## src/verilog/rvmini_pkg.sv

```systemverilog
// shared types for the RV64I mini pipeline; the pc is 32 bits wide and zero-extended into 64-bit data paths
package rvmini_pkg;

    typedef logic [63:0] xlen_t;      // register and data word
    typedef logic [31:0] addr_t;      // instruction address
    typedef logic [31:0] inst_t;      // instruction word
    typedef logic [4:0]  reg_addr_t;  // register index

    // ALU operations; pass_b forwards operand b (LUI)
    typedef enum logic [2:0] {
        ALU_ADD,
        ALU_SUB,
        ALU_AND,
        ALU_OR,
        ALU_XOR,
        ALU_PASS_B
    } alu_op_e;

    // major opcodes of the supported subset
    localparam logic [6:0] OPC_OP     = 7'b0110011;
    localparam logic [6:0] OPC_OP_IMM = 7'b0010011;
    localparam logic [6:0] OPC_LUI    = 7'b0110111;
    localparam logic [6:0] OPC_BRANCH = 7'b1100011;
    localparam logic [6:0] OPC_JAL    = 7'b1101111;
    localparam logic [6:0] OPC_SYSTEM = 7'b1110011;

    // funct fields used by decode
    localparam logic [2:0] F3_ADD_SUB = 3'b000;
    localparam logic [2:0] F3_XOR     = 3'b100;
    localparam logic [2:0] F3_OR      = 3'b110;
    localparam logic [2:0] F3_AND     = 3'b111;
    localparam logic [2:0] F3_BEQ     = 3'b000;
    localparam logic [2:0] F3_BNE     = 3'b001;
    localparam logic [6:0] F7_BASE    = 7'b0000000;
    localparam logic [6:0] F7_SUB     = 7'b0100000;

    localparam inst_t INST_EBREAK = 32'h0010_0073;

    localparam addr_t RESET_PC   = 32'h0000_0000;
    localparam addr_t INST_BYTES = 32'd4;  // pc step per instruction

endpackage

```

## src/verilog/rvmini_pipe_if.sv

```systemverilog
// pipeline register bundles; every field is registered by the producing stage, no handshake

interface id_ex_if;
    logic                  valid;
    rvmini_pkg::addr_t     pc;
    rvmini_pkg::reg_addr_t rd;
    logic                  wen;
    rvmini_pkg::xlen_t     op_a;       // rs1 value, forwarded
    rvmini_pkg::xlen_t     op_b;       // rs2 value or immediate
    rvmini_pkg::xlen_t     imm;        // branch and jump offset
    rvmini_pkg::alu_op_e   alu_op;
    logic                  is_branch;
    logic                  branch_ne;  // bne, else beq
    logic                  is_jal;
    logic                  is_ebreak;
    logic                  unknown;

    modport decode (output valid, pc, rd, wen, op_a, op_b, imm, alu_op,
                    is_branch, branch_ne, is_jal, is_ebreak, unknown);
    modport execute (input valid, pc, rd, wen, op_a, op_b, imm, alu_op,
                     is_branch, branch_ne, is_jal, is_ebreak, unknown);
endinterface

interface ex_wb_if;
    logic                  valid;
    rvmini_pkg::addr_t     pc;
    rvmini_pkg::reg_addr_t rd;
    logic                  wen;
    rvmini_pkg::xlen_t     data;
    logic                  unknown;
    logic                  ebreak;

    modport execute (output valid, pc, rd, wen, data, unknown, ebreak);
    modport write (input valid, pc, rd, wen, data, unknown, ebreak);
endinterface

```

## src/verilog/fetch_stage.sv

```systemverilog
// fetch stage; inst_i must return the word at pc_o in the same cycle, halt has priority over redirect
module fetch_stage (
    input  logic              clk,
    input  logic              reset_i,
    input  logic              redirect_i,
    input  rvmini_pkg::addr_t redirect_pc_i,
    input  logic              halt_req_i,
    output rvmini_pkg::addr_t pc_o,
    input  rvmini_pkg::inst_t inst_i,
    output logic              if_valid_o,
    output rvmini_pkg::addr_t if_pc_o,
    output rvmini_pkg::inst_t if_inst_o
);

    rvmini_pkg::addr_t pc_q;

    always_ff @(posedge clk) begin
        if (reset_i) begin
            pc_q <= rvmini_pkg::RESET_PC;
        end else if (halt_req_i) begin
            pc_q <= pc_q;                        // frozen until reset
        end else if (redirect_i) begin
            pc_q <= redirect_pc_i;
        end else begin
            pc_q <= pc_q + rvmini_pkg::INST_BYTES;
        end
    end

    always_ff @(posedge clk) begin
        if (reset_i) begin
            if_valid_o <= 1'b0;
        end else begin
            if_valid_o <= !(redirect_i || halt_req_i);  // wrong-path word dropped
        end
        if_pc_o   <= pc_q;
        if_inst_o <= inst_i;
    end

    assign pc_o = pc_q;

    // targets come from immediates, so an odd offset would show up here
    a_pc_aligned : assert property (@(posedge clk) disable iff (reset_i)
        pc_o[1:0] == 2'b00)
        else $error("pc_o not word aligned: %h", pc_o);

endmodule

```

## src/verilog/decode_stage.sv

```systemverilog
// decode stage; unsupported encodings retire as unknown no-ops and forwarding avoids any stall
module decode_stage (
    input  logic                  clk,
    input  logic                  reset_i,
    input  logic                  if_valid_i,
    input  rvmini_pkg::addr_t     if_pc_i,
    input  rvmini_pkg::inst_t     if_inst_i,
    input  logic                  flush_i,
    output rvmini_pkg::reg_addr_t rs1_addr_o,
    output rvmini_pkg::reg_addr_t rs2_addr_o,
    input  rvmini_pkg::xlen_t     rs1_data_i,
    input  rvmini_pkg::xlen_t     rs2_data_i,
    input  rvmini_pkg::xlen_t     ex_result_i,
    id_ex_if.decode               ex,
    ex_wb_if.write                wb
);

    logic [6:0]            opcode;
    logic [2:0]            funct3;
    logic [6:0]            funct7;
    rvmini_pkg::reg_addr_t rd;
    rvmini_pkg::xlen_t     imm_i, imm_u, imm_b, imm_j;
    rvmini_pkg::xlen_t     imm;
    rvmini_pkg::alu_op_e   alu_op;
    logic                  wen, use_imm, is_branch, branch_ne, is_jal, is_ebreak, unknown;
    rvmini_pkg::xlen_t     rs1_val, rs2_val;

    assign opcode     = if_inst_i[6:0];
    assign rd         = if_inst_i[11:7];
    assign funct3     = if_inst_i[14:12];
    assign funct7     = if_inst_i[31:25];
    assign rs1_addr_o = if_inst_i[19:15];
    assign rs2_addr_o = if_inst_i[24:20];

    assign imm_i = {{52{if_inst_i[31]}}, if_inst_i[31:20]};
    assign imm_u = {{32{if_inst_i[31]}}, if_inst_i[31:12], 12'b0};
    assign imm_b = {{51{if_inst_i[31]}}, if_inst_i[31], if_inst_i[7],
                    if_inst_i[30:25], if_inst_i[11:8], 1'b0};
    assign imm_j = {{43{if_inst_i[31]}}, if_inst_i[31], if_inst_i[19:12],
                    if_inst_i[20], if_inst_i[30:21], 1'b0};

    always_comb begin
        alu_op    = rvmini_pkg::ALU_ADD;
        imm       = imm_i;
        wen       = 1'b0;
        use_imm   = 1'b0;
        is_branch = 1'b0;
        branch_ne = 1'b0;
        is_jal    = 1'b0;
        is_ebreak = 1'b0;
        unknown   = 1'b0;
        case (opcode)
            rvmini_pkg::OPC_OP: begin
                wen = 1'b1;
                if (funct7 == rvmini_pkg::F7_SUB && funct3 == rvmini_pkg::F3_ADD_SUB)
                    alu_op = rvmini_pkg::ALU_SUB;
                else if (funct7 != rvmini_pkg::F7_BASE)
                    unknown = 1'b1;
                else if (funct3 == rvmini_pkg::F3_ADD_SUB)
                    alu_op = rvmini_pkg::ALU_ADD;
                else if (funct3 == rvmini_pkg::F3_AND)
                    alu_op = rvmini_pkg::ALU_AND;
                else if (funct3 == rvmini_pkg::F3_OR)
                    alu_op = rvmini_pkg::ALU_OR;
                else if (funct3 == rvmini_pkg::F3_XOR)
                    alu_op = rvmini_pkg::ALU_XOR;
                else
                    unknown = 1'b1;
            end
            rvmini_pkg::OPC_OP_IMM: begin
                wen     = 1'b1;
                use_imm = 1'b1;
                unknown = (funct3 != rvmini_pkg::F3_ADD_SUB);  // addi only
            end
            rvmini_pkg::OPC_LUI: begin
                wen     = 1'b1;
                use_imm = 1'b1;
                imm     = imm_u;
                alu_op  = rvmini_pkg::ALU_PASS_B;
            end
            rvmini_pkg::OPC_BRANCH: begin
                imm       = imm_b;
                is_branch = (funct3 == rvmini_pkg::F3_BEQ) || (funct3 == rvmini_pkg::F3_BNE);
                branch_ne = (funct3 == rvmini_pkg::F3_BNE);
                unknown   = !is_branch;
            end
            rvmini_pkg::OPC_JAL: begin
                wen    = 1'b1;
                imm    = imm_j;
                is_jal = 1'b1;
            end
            rvmini_pkg::OPC_SYSTEM: begin
                is_ebreak = (if_inst_i == rvmini_pkg::INST_EBREAK);
                unknown   = !is_ebreak;
            end
            default: unknown = 1'b1;
        endcase
        if (unknown)
            wen = 1'b0;  // unknown word becomes a no-op
    end

    // execute result wins over the write-through register file read
    always_comb begin
        if (ex.valid && ex.wen && ex.rd != '0 && ex.rd == rs1_addr_o)
            rs1_val = ex_result_i;
        else
            rs1_val = rs1_data_i;
        if (ex.valid && ex.wen && ex.rd != '0 && ex.rd == rs2_addr_o)
            rs2_val = ex_result_i;
        else
            rs2_val = rs2_data_i;
    end

    always_ff @(posedge clk) begin
        if (reset_i) begin
            ex.valid <= 1'b0;
        end else begin
            ex.valid <= if_valid_i && !flush_i;  // flushed slot becomes a bubble
        end
        ex.pc        <= if_pc_i;
        ex.rd        <= rd;
        ex.wen       <= wen;
        ex.op_a      <= rs1_val;
        ex.op_b      <= use_imm ? imm : rs2_val;
        ex.imm       <= imm;
        ex.alu_op    <= alu_op;
        ex.is_branch <= is_branch;
        ex.branch_ne <= branch_ne;
        ex.is_jal    <= is_jal;
        ex.is_ebreak <= is_ebreak;
        ex.unknown   <= unknown;
    end

    // checked two stages later, where the write actually happens
    a_unknown_no_write : assert property (@(posedge clk) disable iff (reset_i)
        wb.valid && wb.unknown |-> !wb.wen)
        else $error("unknown instruction at %h has write enable set", wb.pc);

endmodule

```

## src/verilog/execute_stage.sv

```systemverilog
// execute stage; branches and jumps resolve here and flush two younger slots, ebreak halts until reset
module execute_stage (
    input  logic              clk,
    input  logic              reset_i,
    id_ex_if.execute          id,
    ex_wb_if.execute          wb,
    output rvmini_pkg::xlen_t result_o,
    output logic              redirect_o,
    output rvmini_pkg::addr_t redirect_pc_o,
    output logic              halt_req_o
);

    rvmini_pkg::xlen_t alu_res;
    rvmini_pkg::addr_t pc_plus4;
    logic              taken;
    logic              halt_q;

    always_comb begin
        case (id.alu_op)
            rvmini_pkg::ALU_ADD: alu_res = id.op_a + id.op_b;
            rvmini_pkg::ALU_SUB: alu_res = id.op_a - id.op_b;
            rvmini_pkg::ALU_AND: alu_res = id.op_a & id.op_b;
            rvmini_pkg::ALU_OR:  alu_res = id.op_a | id.op_b;
            rvmini_pkg::ALU_XOR: alu_res = id.op_a ^ id.op_b;
            default:             alu_res = id.op_b;  // lui
        endcase
    end

    assign pc_plus4 = id.pc + rvmini_pkg::INST_BYTES;
    assign result_o = id.is_jal ? {32'd0, pc_plus4} : alu_res;  // link value for jal

    assign taken         = id.is_branch && ((id.op_a == id.op_b) ^ id.branch_ne);
    assign redirect_o    = id.valid && (taken || id.is_jal || id.is_ebreak);
    assign redirect_pc_o = id.pc + id.imm[31:0];
    assign halt_req_o    = halt_q || (id.valid && id.is_ebreak);

    always_ff @(posedge clk) begin
        if (reset_i) begin
            halt_q   <= 1'b0;
            wb.valid <= 1'b0;
        end else begin
            halt_q   <= halt_req_o;  // sticky once ebreak is seen
            wb.valid <= id.valid;
        end
        wb.pc      <= id.pc;
        wb.rd      <= id.rd;
        wb.wen     <= id.wen;
        wb.data    <= result_o;
        wb.unknown <= id.unknown;
        wb.ebreak  <= id.is_ebreak;
    end

    // decode flushes on the redirect, so a bubble must follow it here
    a_redirect_valid : assert property (@(posedge clk) disable iff (reset_i)
        redirect_o |-> id.valid ##1 !id.valid)
        else $error("redirect without valid instruction or not followed by a bubble");

endmodule

```

## src/verilog/reg_file.sv

```systemverilog
// 32 x 64-bit register file; x0 is never written, reads see the value written back in the same cycle
module reg_file (
    input  logic                  clk,
    input  logic                  reset_i,
    input  rvmini_pkg::reg_addr_t rs1_addr_i,
    input  rvmini_pkg::reg_addr_t rs2_addr_i,
    output rvmini_pkg::xlen_t     rs1_data_o,
    output rvmini_pkg::xlen_t     rs2_data_o,
    ex_wb_if.write                wb
);

    rvmini_pkg::xlen_t regs_q [0:31];
    logic              wr_en;

    assign wr_en = wb.valid && wb.wen && wb.rd != '0;  // x0 stays zero

    always_ff @(posedge clk) begin
        if (reset_i) begin
            for (int i = 0; i < 32; i++) begin
                regs_q[i] <= '0;
            end
        end else if (wr_en) begin
            regs_q[wb.rd] <= wb.data;
        end
    end

    // write-through read
    assign rs1_data_o = (wr_en && wb.rd == rs1_addr_i) ? wb.data : regs_q[rs1_addr_i];
    assign rs2_data_o = (wr_en && wb.rd == rs2_addr_i) ? wb.data : regs_q[rs2_addr_i];

    a_x0_zero : assert property (@(posedge clk) disable iff (reset_i)
        (rs1_addr_i == '0 -> rs1_data_o == '0) && (rs2_addr_i == '0 -> rs2_data_o == '0))
        else $error("read of x0 returned nonzero data");

endmodule

```

## src/verilog/rvmini_top.sv

```systemverilog
// four-stage RV64I subset top; inst_i is a combinational read of pc_o, retire port shows write-back
module rvmini_top (
    input  logic                  clk,
    input  logic                  reset_i,
    output rvmini_pkg::addr_t     pc_o,
    input  rvmini_pkg::inst_t     inst_i,
    output logic                  retire_valid_o,
    output rvmini_pkg::addr_t     retire_pc_o,
    output rvmini_pkg::reg_addr_t retire_rd_o,
    output rvmini_pkg::xlen_t     retire_data_o,
    output logic                  unknown_o,
    output logic                  halted_o
);

    logic                  if_valid;
    rvmini_pkg::addr_t     if_pc;
    rvmini_pkg::inst_t     if_inst;
    logic                  redirect;
    rvmini_pkg::addr_t     redirect_pc;
    logic                  halt_req;
    rvmini_pkg::reg_addr_t rs1_addr, rs2_addr;
    rvmini_pkg::xlen_t     rs1_data, rs2_data;
    rvmini_pkg::xlen_t     ex_result;
    logic                  halted_q;

    id_ex_if id_ex ();
    ex_wb_if ex_wb ();

    fetch_stage u_fetch (
        .clk(clk), .reset_i(reset_i),
        .redirect_i(redirect), .redirect_pc_i(redirect_pc), .halt_req_i(halt_req),
        .pc_o(pc_o), .inst_i(inst_i),
        .if_valid_o(if_valid), .if_pc_o(if_pc), .if_inst_o(if_inst)
    );

    decode_stage u_decode (
        .clk(clk), .reset_i(reset_i),
        .if_valid_i(if_valid), .if_pc_i(if_pc), .if_inst_i(if_inst),
        .flush_i(redirect),
        .rs1_addr_o(rs1_addr), .rs2_addr_o(rs2_addr),
        .rs1_data_i(rs1_data), .rs2_data_i(rs2_data),
        .ex_result_i(ex_result),
        .ex(id_ex.decode), .wb(ex_wb.write)
    );

    execute_stage u_execute (
        .clk(clk), .reset_i(reset_i),
        .id(id_ex.execute), .wb(ex_wb.execute),
        .result_o(ex_result),
        .redirect_o(redirect), .redirect_pc_o(redirect_pc), .halt_req_o(halt_req)
    );

    reg_file u_reg_file (
        .clk(clk), .reset_i(reset_i),
        .rs1_addr_i(rs1_addr), .rs2_addr_i(rs2_addr),
        .rs1_data_o(rs1_data), .rs2_data_o(rs2_data),
        .wb(ex_wb.write)
    );

    always_ff @(posedge clk) begin
        if (reset_i) begin
            halted_q <= 1'b0;
        end else if (ex_wb.valid && ex_wb.ebreak) begin
            halted_q <= 1'b1;  // held until reset
        end
    end

    assign retire_valid_o = ex_wb.valid;
    assign retire_pc_o    = ex_wb.pc;
    assign retire_rd_o    = (ex_wb.valid && ex_wb.wen) ? ex_wb.rd : '0;  // zero when no write
    assign retire_data_o  = ex_wb.data;
    assign unknown_o      = ex_wb.valid && ex_wb.unknown;
    assign halted_o       = halted_q;

endmodule

```

## config.mk

```make
export PLATFORM = sky130hd
export DESIGN_NAME = rvmini_top
export DESIGN_NICKNAME = d
export VERILOG_FILES = /design/src/verilog/rvmini_pkg.sv /design/src/verilog/rvmini_pipe_if.sv /design/src/verilog/fetch_stage.sv /design/src/verilog/decode_stage.sv /design/src/verilog/execute_stage.sv /design/src/verilog/reg_file.sv /design/src/verilog/rvmini_top.sv
export SDC_FILE = /design/constraint.sdc
export NUM_CORES = 2
export LEC_CHECK = 0
export BUFFER_PORTS_ARGS = -buffer_cell sky130_fd_sc_hd__clkbuf_2
export CORE_MARGIN = 5
export CORE_UTILIZATION = 50
export CTS_CLUSTER_SIZE = 16
export DETAILED_ROUTE_END_ITERATION = 12
export PLACE_DENSITY_LB_ADDON = 0.08
export SLEW_MARGIN = 25
export SYNTH_ARGS = -nofsm -noshare
export SYNTH_HDL_FRONTEND = slang
export SYNTH_SLANG_ARGS = --single-unit
export TNS_END_PERCENT = 5
```

## constraint.sdc

```tcl
create_clock -name clk -period 4.51 [get_ports clk]
set_input_delay 0.451 -clock clk [delete_from_list [all_inputs] [get_ports clk]]
set_output_delay 0.451 -clock clk [all_outputs]
set_load 0.02 [all_outputs]
```

# Yosys cells after proc, flatten, opt, wreduce, memory -nomap -nowiden
# Memory sizes are Yosys's and may differ from the RTL's. A register that Yosys moved wholly into a read port is not among the register bits.
# Index checks and enable logic that the tools add are counted.
# classes
muxes	35
add_sub_neg	5
n_eq_ne	21
n_bitwise	4
n_reduce_logical	34
# ops
cell	n
64-bit 2-to-1 mux	7
64-bit case mux with 5 select lines	1
31-bit case mux with 3 select lines	1
32-bit by 3-bit adder with 32-bit output, second input constant	2
64-bit adder	1
64-bit AND	1
64-bit equality test	1
64-bit bitwise OR	1
64-bit OR reduction	1
64-bit subtractor	1
64-bit bitwise XOR	1
32-bit adder	1
32-bit by 21-bit equality test with 1-bit output, second input constant	1
32-bit 2-to-1 mux	1
7-bit by 6-bit equality test with 1-bit output, second input constant	3
7-bit equality test, second input constant	3
5-bit equality test	4
3-bit 2-to-1 mux	6
1-bit logical AND	15
1-bit 2-to-1 mux	15
3-bit equality test, second input constant	4
5-bit 2-to-1 mux	2
5-bit nonzero test	2
7-bit by 5-bit equality test with 1-bit output, second input constant	1
other kinds (12)	23
# totals
elab_cells	126
n_memories	1
reg_bits	411
out_inout_bits	136
ramBits	2048
inputBits	34
# mem_list
memory	words	width	rd	rd_clocked_by_memory_dff	wr	line	source
u_reg_file.regs_q	32	64	2	2	32	reg_file.sv:12	rvmini_pkg::xlen_t regs_q [0:31];

# Depth between registers and ports, before layout
# depth
word_depth	8
mapped_depth	14

# Cells and area by module
# Synthesis repeated with hierarchy kept, for this count alone.
# unflattened
hier_cells	10457
hier_area_um2	135733.9
# by_module_without_submodules
module	n_inst	cells_each	area_per_inst_um2	seq_area_each_um2
reg_file	1	7109	108574.1	61499.0
execute_stage	1	2382	16298.1	2122.0
decode_stage	1	617	7464.7	4144.0
fetch_stage	1	340	3329.4	1941.9
rvmini_top	1	9	67.6	20.0

# Worst setup path after synthesis
# OpenSTA, ideal clock, no wires.
# synth_path
kind	reg2reg
startpoint	register u_decode.ex.op_b[8]
endpoint	register u_decode.ex.op_b[61]
path_stages_with_launch	14
n_path_buf	1
arrival_time_ns	3.144
period_less_slack_ns	3.281
path_slack_ns	1.229
setup_ns	0.137
cell_sequence	dfxtp_1 -> inv_1 -> ha_1 -> buf_4 -> inv_1 -> o32ai_1 -> o2111ai_1 -> a311oi_2 -> o21ai_2 -> a2111o_1 -> and3b_4 -> or4_4 -> a41oi_2 -> a221oi_2
# synth_via
elab_chain_len	5
word_cells_on_any_way	6
cone_classes	add/sub (2); mux (4)
# synth_lines
element	line	source
start: declaration	rvmini_pipe_if.sv:18	modport decode (output valid, pc, rd, wen, op_a, op_b, imm, alu_op,
start signal: assignment	decode_stage.sv:124	ex.op_b <= use_imm ? imm : rs2_val;
64-bit subtractor / 64-bit adder (equally long branches)	execute_stage.sv:21, execute_stage.sv:20	
64-bit case mux with 5 select lines *	execute_stage.sv:19	case (id.alu_op)
64-bit 2-to-1 mux *	execute_stage.sv:30	assign result_o = id.is_jal ? {32'd0, pc_plus4} : alu_res;
64-bit 2-to-1 mux *	decode_stage.sv:108	if (ex.valid && ex.wen && ex.rd != '0 && ex.rd == rs2_addr_o)
64-bit 2-to-1 mux *	decode_stage.sv:124	
# Mark *: on every way between the ends. The rest lies on a longest branch, timed or not.
# A chain may end at the register's enable or synchronous reset.

# Worst setup path after layout
# layout_path
startpoint	register u_decode.ex.op_b[0]
endpoint	register u_decode.ex.op_a[56]
# layout_via
elab_chain_len	4
word_cells_on_any_way	5
cone_classes	add/sub (2); mux (3)
# layout_lines
element	line	source
64-bit subtractor / 64-bit adder (equally long branches)	execute_stage.sv:21, execute_stage.sv:20	
64-bit case mux with 5 select lines *	execute_stage.sv:19	
64-bit 2-to-1 mux *	execute_stage.sv:30	
64-bit 2-to-1 mux *	decode_stage.sv:104	if (ex.valid && ex.wen && ex.rd != '0 && ex.rd == rs1_addr_o)
named net u_decode.rs1_val[56]	decode_stage.sv:26	rvmini_pkg::xlen_t rs1_val, rs2_val;
end signal: assignment	decode_stage.sv:123	ex.op_a <= rs1_val;
end: declaration	rvmini_pipe_if.sv:18	
# Mark *: on every way through the listed nets, which the timed path passes. The rest lies on a longest branch.

==> impl_metrics.env <==
export IMPL_critPathRequiredTime_ps=5270
export IMPL_class_of_the_tightest_hold_or_removal_check="in -> reg"
export IMPL_detailedPlacementHpwl_um=357000
export IMPL_failing_checks="antenna violations"
export IMPL_largest_net_degree_at_the_start_of_global_routing=94
export IMPL_finalClockSkew_ps=69.6
export IMPL_relSlewSlack_pct=22.0
export IMPL_async_reset_ff_share_pct=0
export IMPL_std_cell_rows=191
export IMPL_slowest_stage="sky130_fd_sc_hd__a31oi_1"
export IMPL_cts_root_to_sink_buffers=4
export IMPL_worst_path_dominant_cell_family="compound AO/OA/AOI/OAI gates"
export IMPL_leakage_nw=57.4
export IMPL_finalSetupTns_ps=0
export IMPL_path_class="reg -> reg"
export IMPL_detailedRoute_firstIterationViolations=16200
export IMPL_fin_util_pct=56.7
export IMPL_type_of_element_capturing_the_critical_path="register"
export IMPL_io_buffers=169
export IMPL_crit_path_max_incr_delay_ps=600
export IMPL_proportion_of_synthesized_chip_area_in_sequential_cells_pct=51.4
export IMPL_grt_usage_pct=40.1
export IMPL_worst_skew_pair_late_latency_ps=940
export IMPL_floorplan_die_height_um=531
export IMPL_clock_sinks=2459
export IMPL_netlist_area_pre_place_mm2=0.136
export IMPL_synth_lib_cells_used_distinct=94
export IMPL_netlist_instances=10200
export IMPL_layout_common_cells="sky130_fd_sc_hd__edfxtp_1, sky130_fd_sc_hd__and2_1, sky130_fd_sc_hd__mux4_2"
export IMPL_num_fill_cells=21700
export IMPL_vias_in_the_first_global_route=96800
export IMPL_synth_ff_latch_count=2459
export IMPL_antenna_found_initial=69
export IMPL_post_cts_setup_buffer_count=0
export IMPL_grt_first_pass_wirelength_um=784000
export IMPL_detail_route_first_pass_iterations=6
export IMPL_post_route_period_util_pct=94.9
export IMPL_die_width_um=531
export IMPL_hold_viol_final=0
export IMPL_cp_common_cell="sky130_fd_sc_hd__a31oi_1"
export IMPL_yosysWarnings=0
export IMPL_dpl_worst_slack_ps=315
export IMPL_finalWorstPathRequiredPeriod_ps=4280
export IMPL_cts_inserted_buffers=281
export IMPL_total_placed_cells_including_tap_cells=13700
export IMPL_tightestPinTransition_ps=1170
export IMPL_critPathLaunchType="register"
export IMPL_vdd_ir_drop_max_v=0.000438
export IMPL_worst_ep_arrival_time_ps=5040
export IMPL_fmax_ghz=0.234
export IMPL_finalWirelength_um=572000
export IMPL_critPathMaxFanout=4
export IMPL_final_common_cell="sky130_fd_sc_hd__edfxtp_1"
export IMPL_post_drt_via_cell_ratio=6.95
export IMPL_design_die_area_mm2=0.282
export IMPL_postSynthAreaPerCell_um2=13.3
export IMPL_synth_main_ff_cell="sky130_fd_sc_hd__edfxtp_1"
export IMPL_num_vias=99300
export IMPL_setup_ws_ps=228
export IMPL_edff_count_synth=2048
export IMPL_max_cap_violations=0
export IMPL_drv_slew=0
export IMPL_htreeDepth=5
export IMPL_final_nets=10700
export IMPL_instances_no_fill=14300
export IMPL_ff_latch_area_mm2=0.0698
export IMPL_count_of_unresolved_drc_violations_after_routing=0
export IMPL_root_buffer="sky130_fd_sc_hd__clkbuf_16"
export IMPL_routed_wire_length_per_instance_um=40.1
export IMPL_area_growth_synth_to_final_pct=13.1
export IMPL_route_antenna_remaining_nets=1
export IMPL_grt_setup_unrepaired="false"
export IMPL_floorplan_io_pins=170
export IMPL_path_clk_slew_ps=60
export IMPL_status="complete, but fails checks"
export IMPL_initial_utilization_pct=50.2
export IMPL_power_density_mw_per_mm2=415
export IMPL_critical_path_buf_inv_count=1
export IMPL_cts_tree="done"
export IMPL_gpl_final_weighted_congestion=1.00
export IMPL_area_used_by_multi_input_combinational_logic_mm2=0.0620
export IMPL_setup_viol=0
export IMPL_globalRouteOverflowTotal=0
export IMPL_cp_cell_sequence="ha_1, fa_1, nand3_1, a21oi_1, o211ai_1, nand4_1, a31oi_1, o31ai_2, a31oi_1, mux2i_1, a211oi_1, buf_4, o31ai_1"
export IMPL_design_core_area_mm2=0.271
export IMPL_final_layout_size_suffix_gt1_share_pct=23.3
where the power goes:
group	leakage [nW]	internal (mW)	switching, mW
registers	24.5	25.7	1.65
logic	28.7	4.68	9.57
clock network	4.20	12.3	9.71
worst paths after layout:
kind / from / depth (start not counted) / endpoint / slack [ps]
setup / recovery: u_decode.ex.op_b[0] / 13 / u_decode.ex.op_a[56] / 230
hold / removal: inst_i[20] / 2 / u_fetch.if_inst_o[20] / 160
setup reg to reg: u_decode.ex.op_b[0] / 13 / u_decode.ex.op_a[56] / 230
hold reg to reg: u_fetch.if_pc_o[12] / 0 / u_decode.ex.pc[12] / 310
final cells by class:
class	count	share of cell area (%)
Antenna cell	46	0.0750
Multi-Input combinational cell	6651	40.4
Sequential cell	2459	45.5
Clock inverter	127	0.602
Clock buffer	371	4.98
Timing Repair Buffer	808	4.92
Inverter	249	0.614
Tap cell	3570	2.91
synth_stat cells (54+ instances only):
cell | n | share of area [%]
sky130_fd_sc_hd__a211oi_1 | 72 | 0.40
sky130_fd_sc_hd__a21o_1 | 78 | 0.43
sky130_fd_sc_hd__a21oi_1 | 365 | 1.3
sky130_fd_sc_hd__a31oi_1 | 61 | 0.28
sky130_fd_sc_hd__and2_1 | 1976 | 9.1
sky130_fd_sc_hd__buf_1 | 144 | 0.40
sky130_fd_sc_hd__buf_2 | 68 | 0.25
sky130_fd_sc_hd__clkbuf_1 | 722 | 2.0
sky130_fd_sc_hd__dfxtp_1 | 411 | 6.1
sky130_fd_sc_hd__edfxtp_1 | 2048 | 45
sky130_fd_sc_hd__ha_1 | 240 | 2.2
sky130_fd_sc_hd__inv_1 | 244 | 0.67
sky130_fd_sc_hd__mux2i_1 | 292 | 2.2
sky130_fd_sc_hd__mux4_2 | 1157 | 19
sky130_fd_sc_hd__nand2_1 | 373 | 1.0
sky130_fd_sc_hd__nand3_1 | 85 | 0.31
sky130_fd_sc_hd__nor2_1 | 395 | 1.1
sky130_fd_sc_hd__nor3_1 | 120 | 0.44
sky130_fd_sc_hd__nor4_1 | 54 | 0.25
sky130_fd_sc_hd__o211ai_1 | 83 | 0.46
sky130_fd_sc_hd__o21ai_0 | 324 | 1.2
sky130_fd_sc_hd__o221ai_1 | 61 | 0.39
sky130_fd_sc_hd__o22ai_1 | 64 | 0.29
sky130_fd_sc_hd__xnor2_1 | 81 | 0.52
worst register-to-register path, delay by kind of cell, from the launching register on:
family | cells | cell delay (ps)
and+or+nand+nor | 2 | 500
adders and majority gates | 2 | 680
buffers and inverters | 1 | 220
AOI/OAI and AO/OA | 7 | 2290
muxes | 1 | 130
DFF | 1 | 340
routing by layer:
layer / up-vias / global-route usage, % / wire (µm) / share of wire, %
met5: - / 0 / 17 / 0.0030
met4: 2 / 18.1 / 29300 / 5.1
met3: 1474 / 9.84 / 69600 / 12
met2: 7407 / 62.5 / 263000 / 46
met1: 51200 / 53.4 / 211000 / 37
li1: 39300 / - / - / -
state kept, by name (all words and copies together), names as in the netlist, 3 cells and up:
| register | cells |
|---|---|
| u_reg_file.regs_q | 2048 |
| u_decode.ex.op_a | 64 |
| u_decode.ex.op_b | 64 |
| u_execute.wb.data | 64 |
| u_decode.ex.imm | 32 |
| u_decode.ex.pc | 32 |
| u_execute.wb.pc | 32 |
| u_fetch.if_inst_o | 32 |
| u_fetch.if_pc_o | 32 |
| u_fetch.pc_o | 32 |
| u_decode.ex.rd | 5 |
| u_execute.wb.rd | 5 |
| u_decode.ex.alu_op | 3 |
stage by stage:
step	total power, mW	hold WS (ps)	cell area [µm²]
finish	63.7	160	153000
global route	65.4	158	153000
CTS	63.3	119	153000
detailed placement	41.6	312	144000
global placement	41.5	310	144000
floorplan	34.9	310	136000
cells by family (layout without fill, tap and decap cells):
| group | Yosys count | count (layout) | share of synthesized area (%) |
|---|---|---|---|
| AND/OR/NAND/NOR | 3277 | 3277 | 13.6 |
| buffers and inverters | 1195 | 1555 | 3.40 |
| AO/OA/AOI/OAI | 1467 | 1467 | 7.01 |
| XOR/XNOR | 128 | 128 | 0.826 |
| multiplexers | 1472 | 1472 | 21.5 |
| flip-flops | 2459 | 2459 | 51.4 |
| other | 1 | 110 | 0.00276 |
| adder cells (fa/ha/maj) | 243 | 243 | 2.26 |
what timing repair did:
item                                    4_1_cts  5_1_grt
hold buffers                                 33        0
resized for setup                             0        1
endpoints found under the setup margin        0        2
hold endpoints to repair                     33        0
No activity file was read; power rests on OpenSTA's default activity.
